## src/source/rv_defines.svh

```systemverilog
`ifndef RV_DEFINES_SVH
`define RV_DEFINES_SVH

// Data and address width
`define RV_XLEN 32

// Architectural register count
`define RV_NREGS 32

// Major opcodes in instr[6:0]

// add, sub, and, or, xor, slt, sll, srl
`define RV_OP_REG 7'b0110011

// addi, andi, ori, xori, slti
`define RV_OP_IMM 7'b0010011

`define RV_OP_LUI 7'b0110111

// Only sw is decoded
`define RV_OP_STORE 7'b0100011

// Only beq and bne are decoded
`define RV_OP_BRANCH 7'b1100011

`endif
```

## src/source/rv_pkg.sv

```systemverilog
`include "rv_defines.svh"

package rv_pkg;

    typedef logic [`RV_XLEN-1:0] word_t;
    typedef logic [`RV_XLEN-1:0] addr_t;
    typedef logic [31:0] instr_t;
    typedef logic [$clog2(`RV_NREGS)-1:0] reg_idx_t;

    // ALU_ADD first so a cleared stage decodes as a harmless add
    typedef enum logic [3:0] {
        ALU_ADD,
        ALU_SUB,
        ALU_AND,
        ALU_OR,
        ALU_XOR,
        ALU_SLT,
        ALU_SLL,
        ALU_SRL,
        ALU_PASS_B
    } alu_op_e;

    // Decoded instruction held in ID/EX
    typedef struct packed {
        logic     valid;
        addr_t    pc;
        word_t    imm;
        word_t    data_rs1;
        word_t    data_rs2;
        reg_idx_t rd;
        alu_op_e  alu_op;
        // Immediate when set, rs2 otherwise
        logic     alu_src;
        logic     is_branch;
        logic     branch_ne;
        logic     mem_write;
        logic     write_enable;
    } id_ex_t;

    typedef struct packed {
        logic     valid;
        reg_idx_t rd;
        word_t    data;
    } wb_t;

    typedef struct packed {
        logic  write;
        addr_t addr;
        word_t wdata;
    } mem_req_t;

endpackage

```

## src/source/rv_core_top.sv

```systemverilog
`timescale 1ns/100ps

module rv_core_top (
    input  logic             clk,
    input  logic             arst_n,
    input  logic             instr_valid,
    input  rv_pkg::instr_t   instr,
    input  rv_pkg::addr_t    pc,
    output rv_pkg::wb_t      wb,
    output rv_pkg::mem_req_t mem_req,
    output logic             redirect_valid,
    output rv_pkg::addr_t    redirect_pc
);

    rv_pkg::reg_idx_t rs1;
    rv_pkg::reg_idx_t rs2;
    rv_pkg::word_t    rdata1;
    rv_pkg::word_t    rdata2;
    rv_pkg::id_ex_t   decoded;
    rv_pkg::id_ex_t   ex;
    logic             branch_taken;

    // Taken branch redirects fetch and squashes the younger instruction
    assign redirect_valid = branch_taken;

    reg_file u_reg_file (
        .clk    (clk),
        .arst_n (arst_n),
        .rs1    (rs1),
        .rs2    (rs2),
        .rdata1 (rdata1),
        .rdata2 (rdata2),
        .wb     (wb)
    );

    decode_stage u_decode_stage (
        .instr_valid (instr_valid),
        .instr       (instr),
        .pc          (pc),
        .rs1         (rs1),
        .rs2         (rs2),
        .rdata1      (rdata1),
        .rdata2      (rdata2),
        .decoded     (decoded)
    );

    id_ex_reg u_id_ex_reg (
        .clk    (clk),
        .arst_n (arst_n),
        .flush  (branch_taken),
        .d      (decoded),
        .q      (ex)
    );

    execute_stage u_execute_stage (
        .clk          (clk),
        .arst_n       (arst_n),
        .ex           (ex),
        .wb           (wb),
        .mem_req      (mem_req),
        .branch_taken (branch_taken),
        .redirect_pc  (redirect_pc)
    );

endmodule

```

## src/source/execute_stage.sv

```systemverilog
`timescale 1ns/100ps
`include "rv_defines.svh"

module execute_stage (
    input  logic             clk,
    input  logic             arst_n,
    input  rv_pkg::id_ex_t   ex,
    output rv_pkg::wb_t      wb,
    output rv_pkg::mem_req_t mem_req,
    output logic             branch_taken,
    output rv_pkg::addr_t    redirect_pc
);

    localparam int SHAMT_W = $clog2(`RV_XLEN);

    rv_pkg::word_t op_a;
    rv_pkg::word_t op_b;
    rv_pkg::word_t alu_result;
    logic          rs_equal;

    assign op_a = ex.data_rs1;
    assign op_b = ex.alu_src ? ex.imm : ex.data_rs2;

    always_comb begin
        case (ex.alu_op)
            rv_pkg::ALU_ADD:    alu_result = op_a + op_b;
            rv_pkg::ALU_SUB:    alu_result = op_a - op_b;
            rv_pkg::ALU_AND:    alu_result = op_a & op_b;
            rv_pkg::ALU_OR:     alu_result = op_a | op_b;
            rv_pkg::ALU_XOR:    alu_result = op_a ^ op_b;
            rv_pkg::ALU_SLT:    alu_result = rv_pkg::word_t'($signed(op_a) < $signed(op_b));
            rv_pkg::ALU_SLL:    alu_result = op_a << op_b[SHAMT_W-1:0];
            rv_pkg::ALU_SRL:    alu_result = op_a >> op_b[SHAMT_W-1:0];
            rv_pkg::ALU_PASS_B: alu_result = op_b;
            default:            alu_result = '0;
        endcase
    end

    // beq or bne
    assign rs_equal     = (ex.data_rs1 == ex.data_rs2);
    assign branch_taken = ex.valid && ex.is_branch && (ex.branch_ne ? !rs_equal : rs_equal);
    assign redirect_pc  = ex.pc + ex.imm;

    // Store request with the address from the ALU
    assign mem_req.write = ex.valid && ex.mem_write;
    assign mem_req.addr  = alu_result;
    assign mem_req.wdata = ex.data_rs2;

    always_ff @(posedge clk or negedge arst_n) begin
        if (!arst_n) begin
            wb <= '0;
        end else begin
            wb.valid <= ex.valid && ex.write_enable;
            wb.rd    <= ex.rd;
            wb.data  <= alu_result;
        end
    end

endmodule

```

## src/source/id_ex_reg.sv

```systemverilog
`timescale 1ns/100ps

module id_ex_reg (
    input  logic           clk,
    input  logic           arst_n,
    input  logic           flush,
    input  rv_pkg::id_ex_t d,
    output rv_pkg::id_ex_t q
);

    // A flush leaves an all-zero bubble including valid
    always_ff @(posedge clk or negedge arst_n) begin
        if (!arst_n)
            q <= '0;
        else if (flush)
            q <= '0;
        else
            q <= d;
    end

endmodule

```

## src/source/decode_stage.sv

```systemverilog
`timescale 1ns/100ps
`include "rv_defines.svh"

module decode_stage (
    input  logic             instr_valid,
    input  rv_pkg::instr_t   instr,
    input  rv_pkg::addr_t    pc,
    output rv_pkg::reg_idx_t rs1,
    output rv_pkg::reg_idx_t rs2,
    input  rv_pkg::word_t    rdata1,
    input  rv_pkg::word_t    rdata2,
    output rv_pkg::id_ex_t   decoded
);

    logic [6:0]       opcode;
    logic [2:0]       funct3;
    logic [6:0]       funct7;
    rv_pkg::reg_idx_t rd;
    rv_pkg::word_t    imm_i;
    rv_pkg::word_t    imm_s;
    rv_pkg::word_t    imm_b;
    rv_pkg::word_t    imm_u;

    assign opcode = instr[6:0];
    assign rd     = instr[11:7];
    assign funct3 = instr[14:12];
    assign rs1    = instr[19:15];
    assign rs2    = instr[24:20];
    assign funct7 = instr[31:25];

    // Sign extended immediates per format
    assign imm_i = {{20{instr[31]}}, instr[31:20]};
    assign imm_s = {{20{instr[31]}}, instr[31:25], instr[11:7]};
    assign imm_b = {{19{instr[31]}}, instr[31], instr[7], instr[30:25], instr[11:8], 1'b0};
    assign imm_u = {instr[31:12], 12'b0};

    always_comb begin
        logic legal;

        legal            = 1'b0;
        decoded          = '0;
        decoded.pc       = pc;
        decoded.data_rs1 = rdata1;
        decoded.data_rs2 = rdata2;
        decoded.rd       = rd;

        case (opcode)
            `RV_OP_REG: begin
                legal                = 1'b1;
                decoded.write_enable = 1'b1;
                case (funct3)
                    3'b000:  decoded.alu_op = funct7[5] ? rv_pkg::ALU_SUB : rv_pkg::ALU_ADD;
                    3'b001:  decoded.alu_op = rv_pkg::ALU_SLL;
                    3'b010:  decoded.alu_op = rv_pkg::ALU_SLT;
                    3'b100:  decoded.alu_op = rv_pkg::ALU_XOR;
                    3'b101:  decoded.alu_op = rv_pkg::ALU_SRL;
                    3'b110:  decoded.alu_op = rv_pkg::ALU_OR;
                    3'b111:  decoded.alu_op = rv_pkg::ALU_AND;
                    default: legal = 1'b0;
                endcase
                // funct7 must be zero, except 0100000 for sub
                if (funct7 != 7'b0 && !(funct7 == 7'b0100000 && funct3 == 3'b000))
                    legal = 1'b0;
            end
            `RV_OP_IMM: begin
                legal                = 1'b1;
                decoded.write_enable = 1'b1;
                decoded.alu_src      = 1'b1;
                decoded.imm          = imm_i;
                case (funct3)
                    3'b000:  decoded.alu_op = rv_pkg::ALU_ADD;
                    3'b010:  decoded.alu_op = rv_pkg::ALU_SLT;
                    3'b100:  decoded.alu_op = rv_pkg::ALU_XOR;
                    3'b110:  decoded.alu_op = rv_pkg::ALU_OR;
                    3'b111:  decoded.alu_op = rv_pkg::ALU_AND;
                    default: legal = 1'b0;
                endcase
            end
            `RV_OP_LUI: begin
                legal                = 1'b1;
                decoded.write_enable = 1'b1;
                decoded.alu_src      = 1'b1;
                decoded.alu_op       = rv_pkg::ALU_PASS_B;
                decoded.imm          = imm_u;
            end
            `RV_OP_STORE: begin
                // ALU adds rs1 and imm to form the address
                legal             = (funct3 == 3'b010);
                decoded.mem_write = 1'b1;
                decoded.alu_src   = 1'b1;
                decoded.alu_op    = rv_pkg::ALU_ADD;
                decoded.imm       = imm_s;
            end
            `RV_OP_BRANCH: begin
                legal             = (funct3 == 3'b000 || funct3 == 3'b001);
                decoded.is_branch = 1'b1;
                decoded.branch_ne = funct3[0];
                decoded.imm       = imm_b;
            end
            default: legal = 1'b0;
        endcase

        decoded.valid = instr_valid && legal;
        // Bubble
        if (!decoded.valid)
            decoded = '0;
    end

endmodule

```

## src/source/reg_file.sv

```systemverilog
`timescale 1ns/100ps
`include "rv_defines.svh"

module reg_file (
    input  logic             clk,
    input  logic             arst_n,
    input  rv_pkg::reg_idx_t rs1,
    input  rv_pkg::reg_idx_t rs2,
    output rv_pkg::word_t    rdata1,
    output rv_pkg::word_t    rdata2,
    input  rv_pkg::wb_t      wb
);

    rv_pkg::word_t regs [`RV_NREGS];

    // x0 reads zero and a write in flight is forwarded
    function automatic rv_pkg::word_t read_port(
        input rv_pkg::reg_idx_t idx,
        input rv_pkg::wb_t      wr
    );
        if (idx == '0)
            return '0;
        else if (wr.valid && wr.rd == idx)
            return wr.data;
        else
            return regs[idx];
    endfunction

    always_ff @(posedge clk or negedge arst_n) begin
        if (!arst_n) begin
            for (int i = 0; i < `RV_NREGS; i++)
                regs[i] <= '0;
        end else if (wb.valid && wb.rd != '0) begin
            regs[wb.rd] <= wb.data;
        end
    end

    always_comb begin
        rdata1 = read_port(rs1, wb);
        rdata2 = read_port(rs2, wb);
    end

endmodule

```

## config.mk

```make
export PLATFORM = sky130hd
export DESIGN_NAME = rv_core_top
export DESIGN_NICKNAME = d
export VERILOG_FILES = /design/src/source/rv_pkg.sv /design/src/source/rv_core_top.sv /design/src/source/execute_stage.sv /design/src/source/id_ex_reg.sv /design/src/source/decode_stage.sv /design/src/source/reg_file.sv
export VERILOG_INCLUDE_DIRS = /design/src /design/src/source
export SDC_FILE = /design/constraint.sdc
export NUM_CORES = 2
export LEC_CHECK = 0
export BUFFER_PORTS_ARGS = -buffer_cell sky130_fd_sc_hd__buf_2
export CAP_MARGIN = 20
export CORE_MARGIN = 8
export CORE_UTILIZATION = 60
export CTS_BUF_LIST = sky130_fd_sc_hd__clkbuf_2
export CTS_CLUSTER_SIZE = 24
export DETAILED_ROUTE_END_ITERATION = 10
export PLACE_DENSITY = 0.86
export SLEW_MARGIN = 20
export SYNTH_ARGS = -nofsm -noshare
export SYNTH_HDL_FRONTEND = slang
export SYNTH_SLANG_ARGS = --single-unit
```

## constraint.sdc

```tcl
create_clock -name clk -period 7.5 [get_ports clk]
set_input_delay 1.5 -clock clk [delete_from_list [all_inputs] [get_ports clk]]
set_output_delay 1.5 -clock clk [all_outputs]
set_load 0.1 [all_outputs]
```

=== After elaboration in Yosys (flattened, before gate mapping) ===
Index checks and enable logic that the tools add are counted.

* Equal/unequal tests: 23
* Bitwise operators: 6
* $lt $le $gt $ge: 5
* Multiplexer cells: 31
* Reduce and logical (&&, ||, !) cells: 24
* $add $sub $neg: 3
* Shift operators: 2

{| class="wikitable"
|+ Operator list
! operator !! count
|-
| 1024-bit bitwise mux || 1
|-
| 32-bit binary-select mux with 5-bit select || 2
|-
| 32-bit 2-to-1 mux || 10
|-
| 32-bit case mux with 9 select lines || 1
|-
| 143-bit 2-to-1 mux || 2
|-
| 32-bit demux with 5-bit select || 1
|-
| 32-bit case mux with 4 select lines || 1
|-
| 32-bit adder || 2
|-
| 32-bit AND || 1
|-
| 32-bit == test || 1
|-
| 32-bit < comparator || 1
|-
| 32-bit bitwise OR || 1
|-
| 32-bit by 5-bit left shift with 32-bit output || 1
|-
| 32-bit by 5-bit right shift with 32-bit output || 1
|-
| 32-bit subtractor || 1
|-
| 32-bit XOR || 1
|-
| 7-bit by 6-bit == test with 1-bit output, second input constant || 4
|-
| 4-bit case mux with 7 select lines || 1
|-
| 6-bit greater-or-equal comparator, second input constant || 3
|-
| 5-bit inverter with 6-bit output || 3
|-
| 4-bit by 3-bit == test with 1-bit output, second input constant || 4
|-
| 3-bit == test, second input constant || 4
|-
| 3-bit case mux with 4 select lines || 1
|-
| 4-bit case mux with 3 select lines || 1
|-
| 23 further kinds || 45
|}

* Word-level logic and storage cells: 141
* Register bits: 1205

=== Longest topological paths before layout ===
* Depth in word-level cells: 9
* Depth in mapped cells: 19

=== Modules after synthesis ===
Synthesis repeated with hierarchy kept, for this count alone.

* Cell total of the unflattened synthesis: 6037
* Area total of the unflattened synthesis: 73750.7 µm²

{| class="wikitable"
|+ Modules (own cells, without submodules)
! module !! cells an instance !! instances !! area each (µm²) !! seq. area each (µm²)
|-
| reg_file || 3747 || 1 || 54913.9 || 25624.6
|-
| execute_stage || 1595 || 1 || 11681.2 || 950.9
|-
| id_ex_reg || 301 || 1 || 4565.6 || 3578.4
|-
| decode_stage || 394 || 1 || 2590.0 || 0.0
|}

=== Worst setup path after synthesis ===
No wires, ideal clock.

* Path kind: reg2out
* Start point: register u_id_ex_reg.q[4] (netlist name)
* End point: output port mem_req[60] (netlist name)
* Buffers on the path: 6
* Cell stages (with the launch flop): 20
* Path slack: -0.253 ns
* Arrival: 6.253 ns
* Cells stage by stage: dfrtp_1 > buf_6 > mux2i_4 > inv_4 > buf_6 > buf_2 > buf_2 > buf_2 > buf_1 > ha_1 > fa_1 > nor2_1 > o311ai_0 > and3_1 > nor4bb_1 > o211a_1 > o31ai_1 > a211oi_1 > a221oi_1 > o21ai_0

{| class="wikitable"
|+ RTL lines
! element !! line !! text
|-
| start: declaration || id_ex_reg.sv:8 || <nowiki>output rv_pkg::id_ex_t q</nowiki>
|-
| start signal: assignment || id_ex_reg.sv:14 || <nowiki>q <= '0;</nowiki>
|-
| start signal: assignment || id_ex_reg.sv:16 || <nowiki>q <= '0;</nowiki>
|-
| start signal: assignment || id_ex_reg.sv:18 || <nowiki>q <= d;</nowiki>
|-
| end: declaration || rv_core_top.sv:10 || <nowiki>output rv_pkg::mem_req_t mem_req,</nowiki>
|}

==> qor.yml <==
status:
  outcome: "complete, no violations"
detailed_routing:
  drc: 0
  first_iter_violations: 6928
  viasPerCell: 7.33
  drt_wl_total_mm: 238
  wl_per_cell_um: 33.5
  drtPass1Iterations: 6
  dr_total_vias: 52000
  drtAntennaViolNets: 0
logic_synthesis:
  synth_flop_cell: "dfrtp_1"
  synth_nets: 5422
  synth_edf_count: 0
  synthesis.area_um2: 70700
  syn-instance-count: 5223
  yosysWarnings: 0
  synth-seq-cells: 1205
  ys_async_sr_fraction_pct: 100
  avgSynthCellArea_um2: 13.5
  synth_seq_area_share_pct: 42.7
  ys_types: 81
floorplan:
  core_area_um2: 117000
  die_w_um: 359
  die_area_um2: 129000
  rows: 126
  die_height_um: 359
  start_util_pct: 60.2
  io_pins: 203
power_and_ir_drop:
  combPwrFrac_pct: 5.1
  intPower_mw: 8.30
  switching_share_pct: 27.5
  switchingPower_mw: 3.15
  pwr-share-seq_pct: 56.7
  leakagePower_nw: 35.6
  powerDensity_nw_per_um2: 150
  clock_power_share_pct: 38.2
  ir_worst_vdd_mv: 0.115
worst_setup_path:
  critPathMaxFanout: 11
  r2r-end: "u_execute_stage.wb[26]"
  crit_required_ns: 6.00
  r2r_cells: 13
  cp-start-kind: "flip-flop"
  critPathKind: "flip-flop to output port"
  r2r_slack_ns: 3.19
  endpoint_kind: "output port"
  cp.arrival_ns: 5.91
  rr_startpoint: "u_id_ex_reg.q[4]"
global_route:
  grt_max_degree: 177
  grt_pass1_wl_mm: 351
  groute.usage.overall_pct: 36.2
  overflow: 0
  antenna_found_initial: 7
  grt_pass1_vias: 53300
clock_tree:
  clock_path_buffers: 4
  cts_root_buf: "clkbuf_2"
  htree_num_levels: 5
  clk_latency_ns: 1.67
  cts_tree: "done"
  clkSlewWorstSetupHoldPaths_ns: 0.12
  cts_buffers: 312
  clock-sinks: 1205
timing:
  rsz0062_at_grt: "true"
  min_period_over_period_pct: 98.8
  skew_ns: 0.188
  tightestPinTransition_ns: 1.25
  finalSetupTns_ns: 0
  finalHoldViolCount: 0
  fmax_mhz: 135
  slew_headroom_pct: 15.0
  setup_viol: 0
  min_period_ns: 7.41
  drv_slew: 0
layout:
  area_growth_pct: 7.85
  drive_above_1_share_pct: 45.6
  post-route-cell-area_um2: 76200
  nNetsFinal: 5561
worst_hold_path:
  min_path_cells: 2
  worstHoldStart: "instr[7]"
  hp-class: "primary input to flip-flop"
  holdPathEnd: "u_id_ex_reg.q[9]"
placed_design:
  dp_hpwl_mm: 153
  place_area_um2: 73000
  gp_congestion: 1.07
  port_buffers: 202
flow_run:
  maxCapViolCount: 0
logic make-up after synthesis:
logic type,synth area share (%)
AOI/OAI and AO/OA,6.37
xor gates and xnor gates,0.929
adders and majority gates,2.37
buffers and inverters,3.76
DFF,42.7
muxes,39.6
and+or+nand+nor,4.35
worst max path at each step:
stage | endpoint | start | slack, ns
detailed placement | mem_req[32] | u_id_ex_reg.q[4] | 1.26
floorplan | mem_req[53] | u_id_ex_reg.q[4] | 0.06
CTS | mem_req[60] | u_id_ex_reg.q[4] | 0.005
global placement | mem_req[62] | u_id_ex_reg.q[4] | 1.24
global route | mem_req[62] | u_id_ex_reg.q[4] | -0.01
finish | mem_req[61] | u_id_ex_reg.q[4] | 0.09
synthesized netlist by cell type (all sizes together), types with 59 or more instances:
cell    count  area share [%]
a211oi     91            0.97
a21oi     150             1.1
buf       169             1.1
clkbuf    386             2.0
dfrtp    1205              43
ha        129             2.3
inv       114            0.61
mux2     1009              16
mux2i     163             2.3
mux4      663              21
nand2     174            0.92
nor2      212             1.1
o21ai     103            0.73
xnor2      59            0.73
cell usage in the layout, fill, tap and decap left out, types with 126 or more instances in the layout:
master	netlist	routed
a21oi_1	150	148
buf_2	10	175
buf_4	32	127
clkbuf_2	0	410
dfrtp_1	1205	1197
ha_1	129	126
mux2_2	1009	1009
mux2i_1	161	159
mux4_2	660	660
nand2_1	174	163
nor2_1	212	199
power groups by stage:
stage / combinational (mW) / clock (mW) / sequential, mW
2_1_floorplan: 0.308 / 0 / 6.62
3_3_place_gp: 0.568 / 0 / 6.62
3_5_place_dp: 0.572 / 0 / 6.62
4_1_cts: 0.590 / 4.41 / 6.49
5_1_grt: 0.631 / 4.75 / 6.50
6_report: 0.588 / 4.37 / 6.49
flip-flops by register name (all words and copies together), names as in the netlist:
signal / flops
u_reg_file.regs: 1024
u_id_ex_reg.q: 143
u_execute_stage.wb: 38
worst max-delay path: stages, from the launching register on:
cell and delay [ns]:
dfrtp_4 0.50, buf_12 0.14, buf_4 0.13, buf_4 0.23, mux2_2 0.39, inv_1 0.09, ha_1 0.38, inv_1 0.20
o21bai_1 0.11, a21oi_1 0.45, nand2_1 0.11, a211o_1 0.35, a21oi_1 0.25, nand3_1 0.12, and4_1 0.20, o21ai_0 0.38
buf_12 0.24
through the flow:
| step | cells | hold slack (ns) | power, mW | setup slack [ns] | utilization, % |
|---|---|---|---|---|---|
| after floorplan | 5223 | 0.331 | 6.93 | 0.0561 | - |
| after global placement | 6534 | 0.336 | 7.19 | 1.24 | 62.2 |
| after detailed placement | 6534 | 0.340 | 7.19 | 1.26 | 62.2 |
| after CTS | 7085 | 0.00576 | 11.5 | 0.00528 | 64.8 |
| after global routing | 7091 | 0.0626 | 11.9 | -0.0110 | 64.9 |
| final | 7096 | 0.159 | 11.5 | 0.0923 | 64.9 |
routing by layer:
layer / vias up / wire [um] / GRT usage (%)
met4: 0 / 18200 / 22.8
met5: - / 0 / 0
met1: 26700 / 84900 / 46.8
met2: 3840 / 106000 / 53.8
met3: 999 / 28600 / 10.6
li1: 20400 / - / -
repair_timing:
action | CTS | global route
buffers inserted | 5 | 1
endpoints found under the setup margin | 17 | 10
pin swaps | 2 | 1
hold buffers | 43 | 0
gates cloned | 0 | 0
gates resized for setup | 17 | 14
hold endpoints to repair | 185 | 0
cell type report:
| type | count | area, um2 |
|---|---|---|
| fillers | 8057 | 41200 |
| flip-flops and latches | 1205 | 30200 |
| clock inverters | 93 | 479 |
| inverters | 114 | 430 |
| repair buffers | 380 | 2910 |
| multi-input cells | 3349 | 38200 |
| clock buffers | 410 | 2050 |
| diodes | 9 | 22.5 |
| well taps | 1536 | 1920 |
Power figures use the tool's default switching activity.
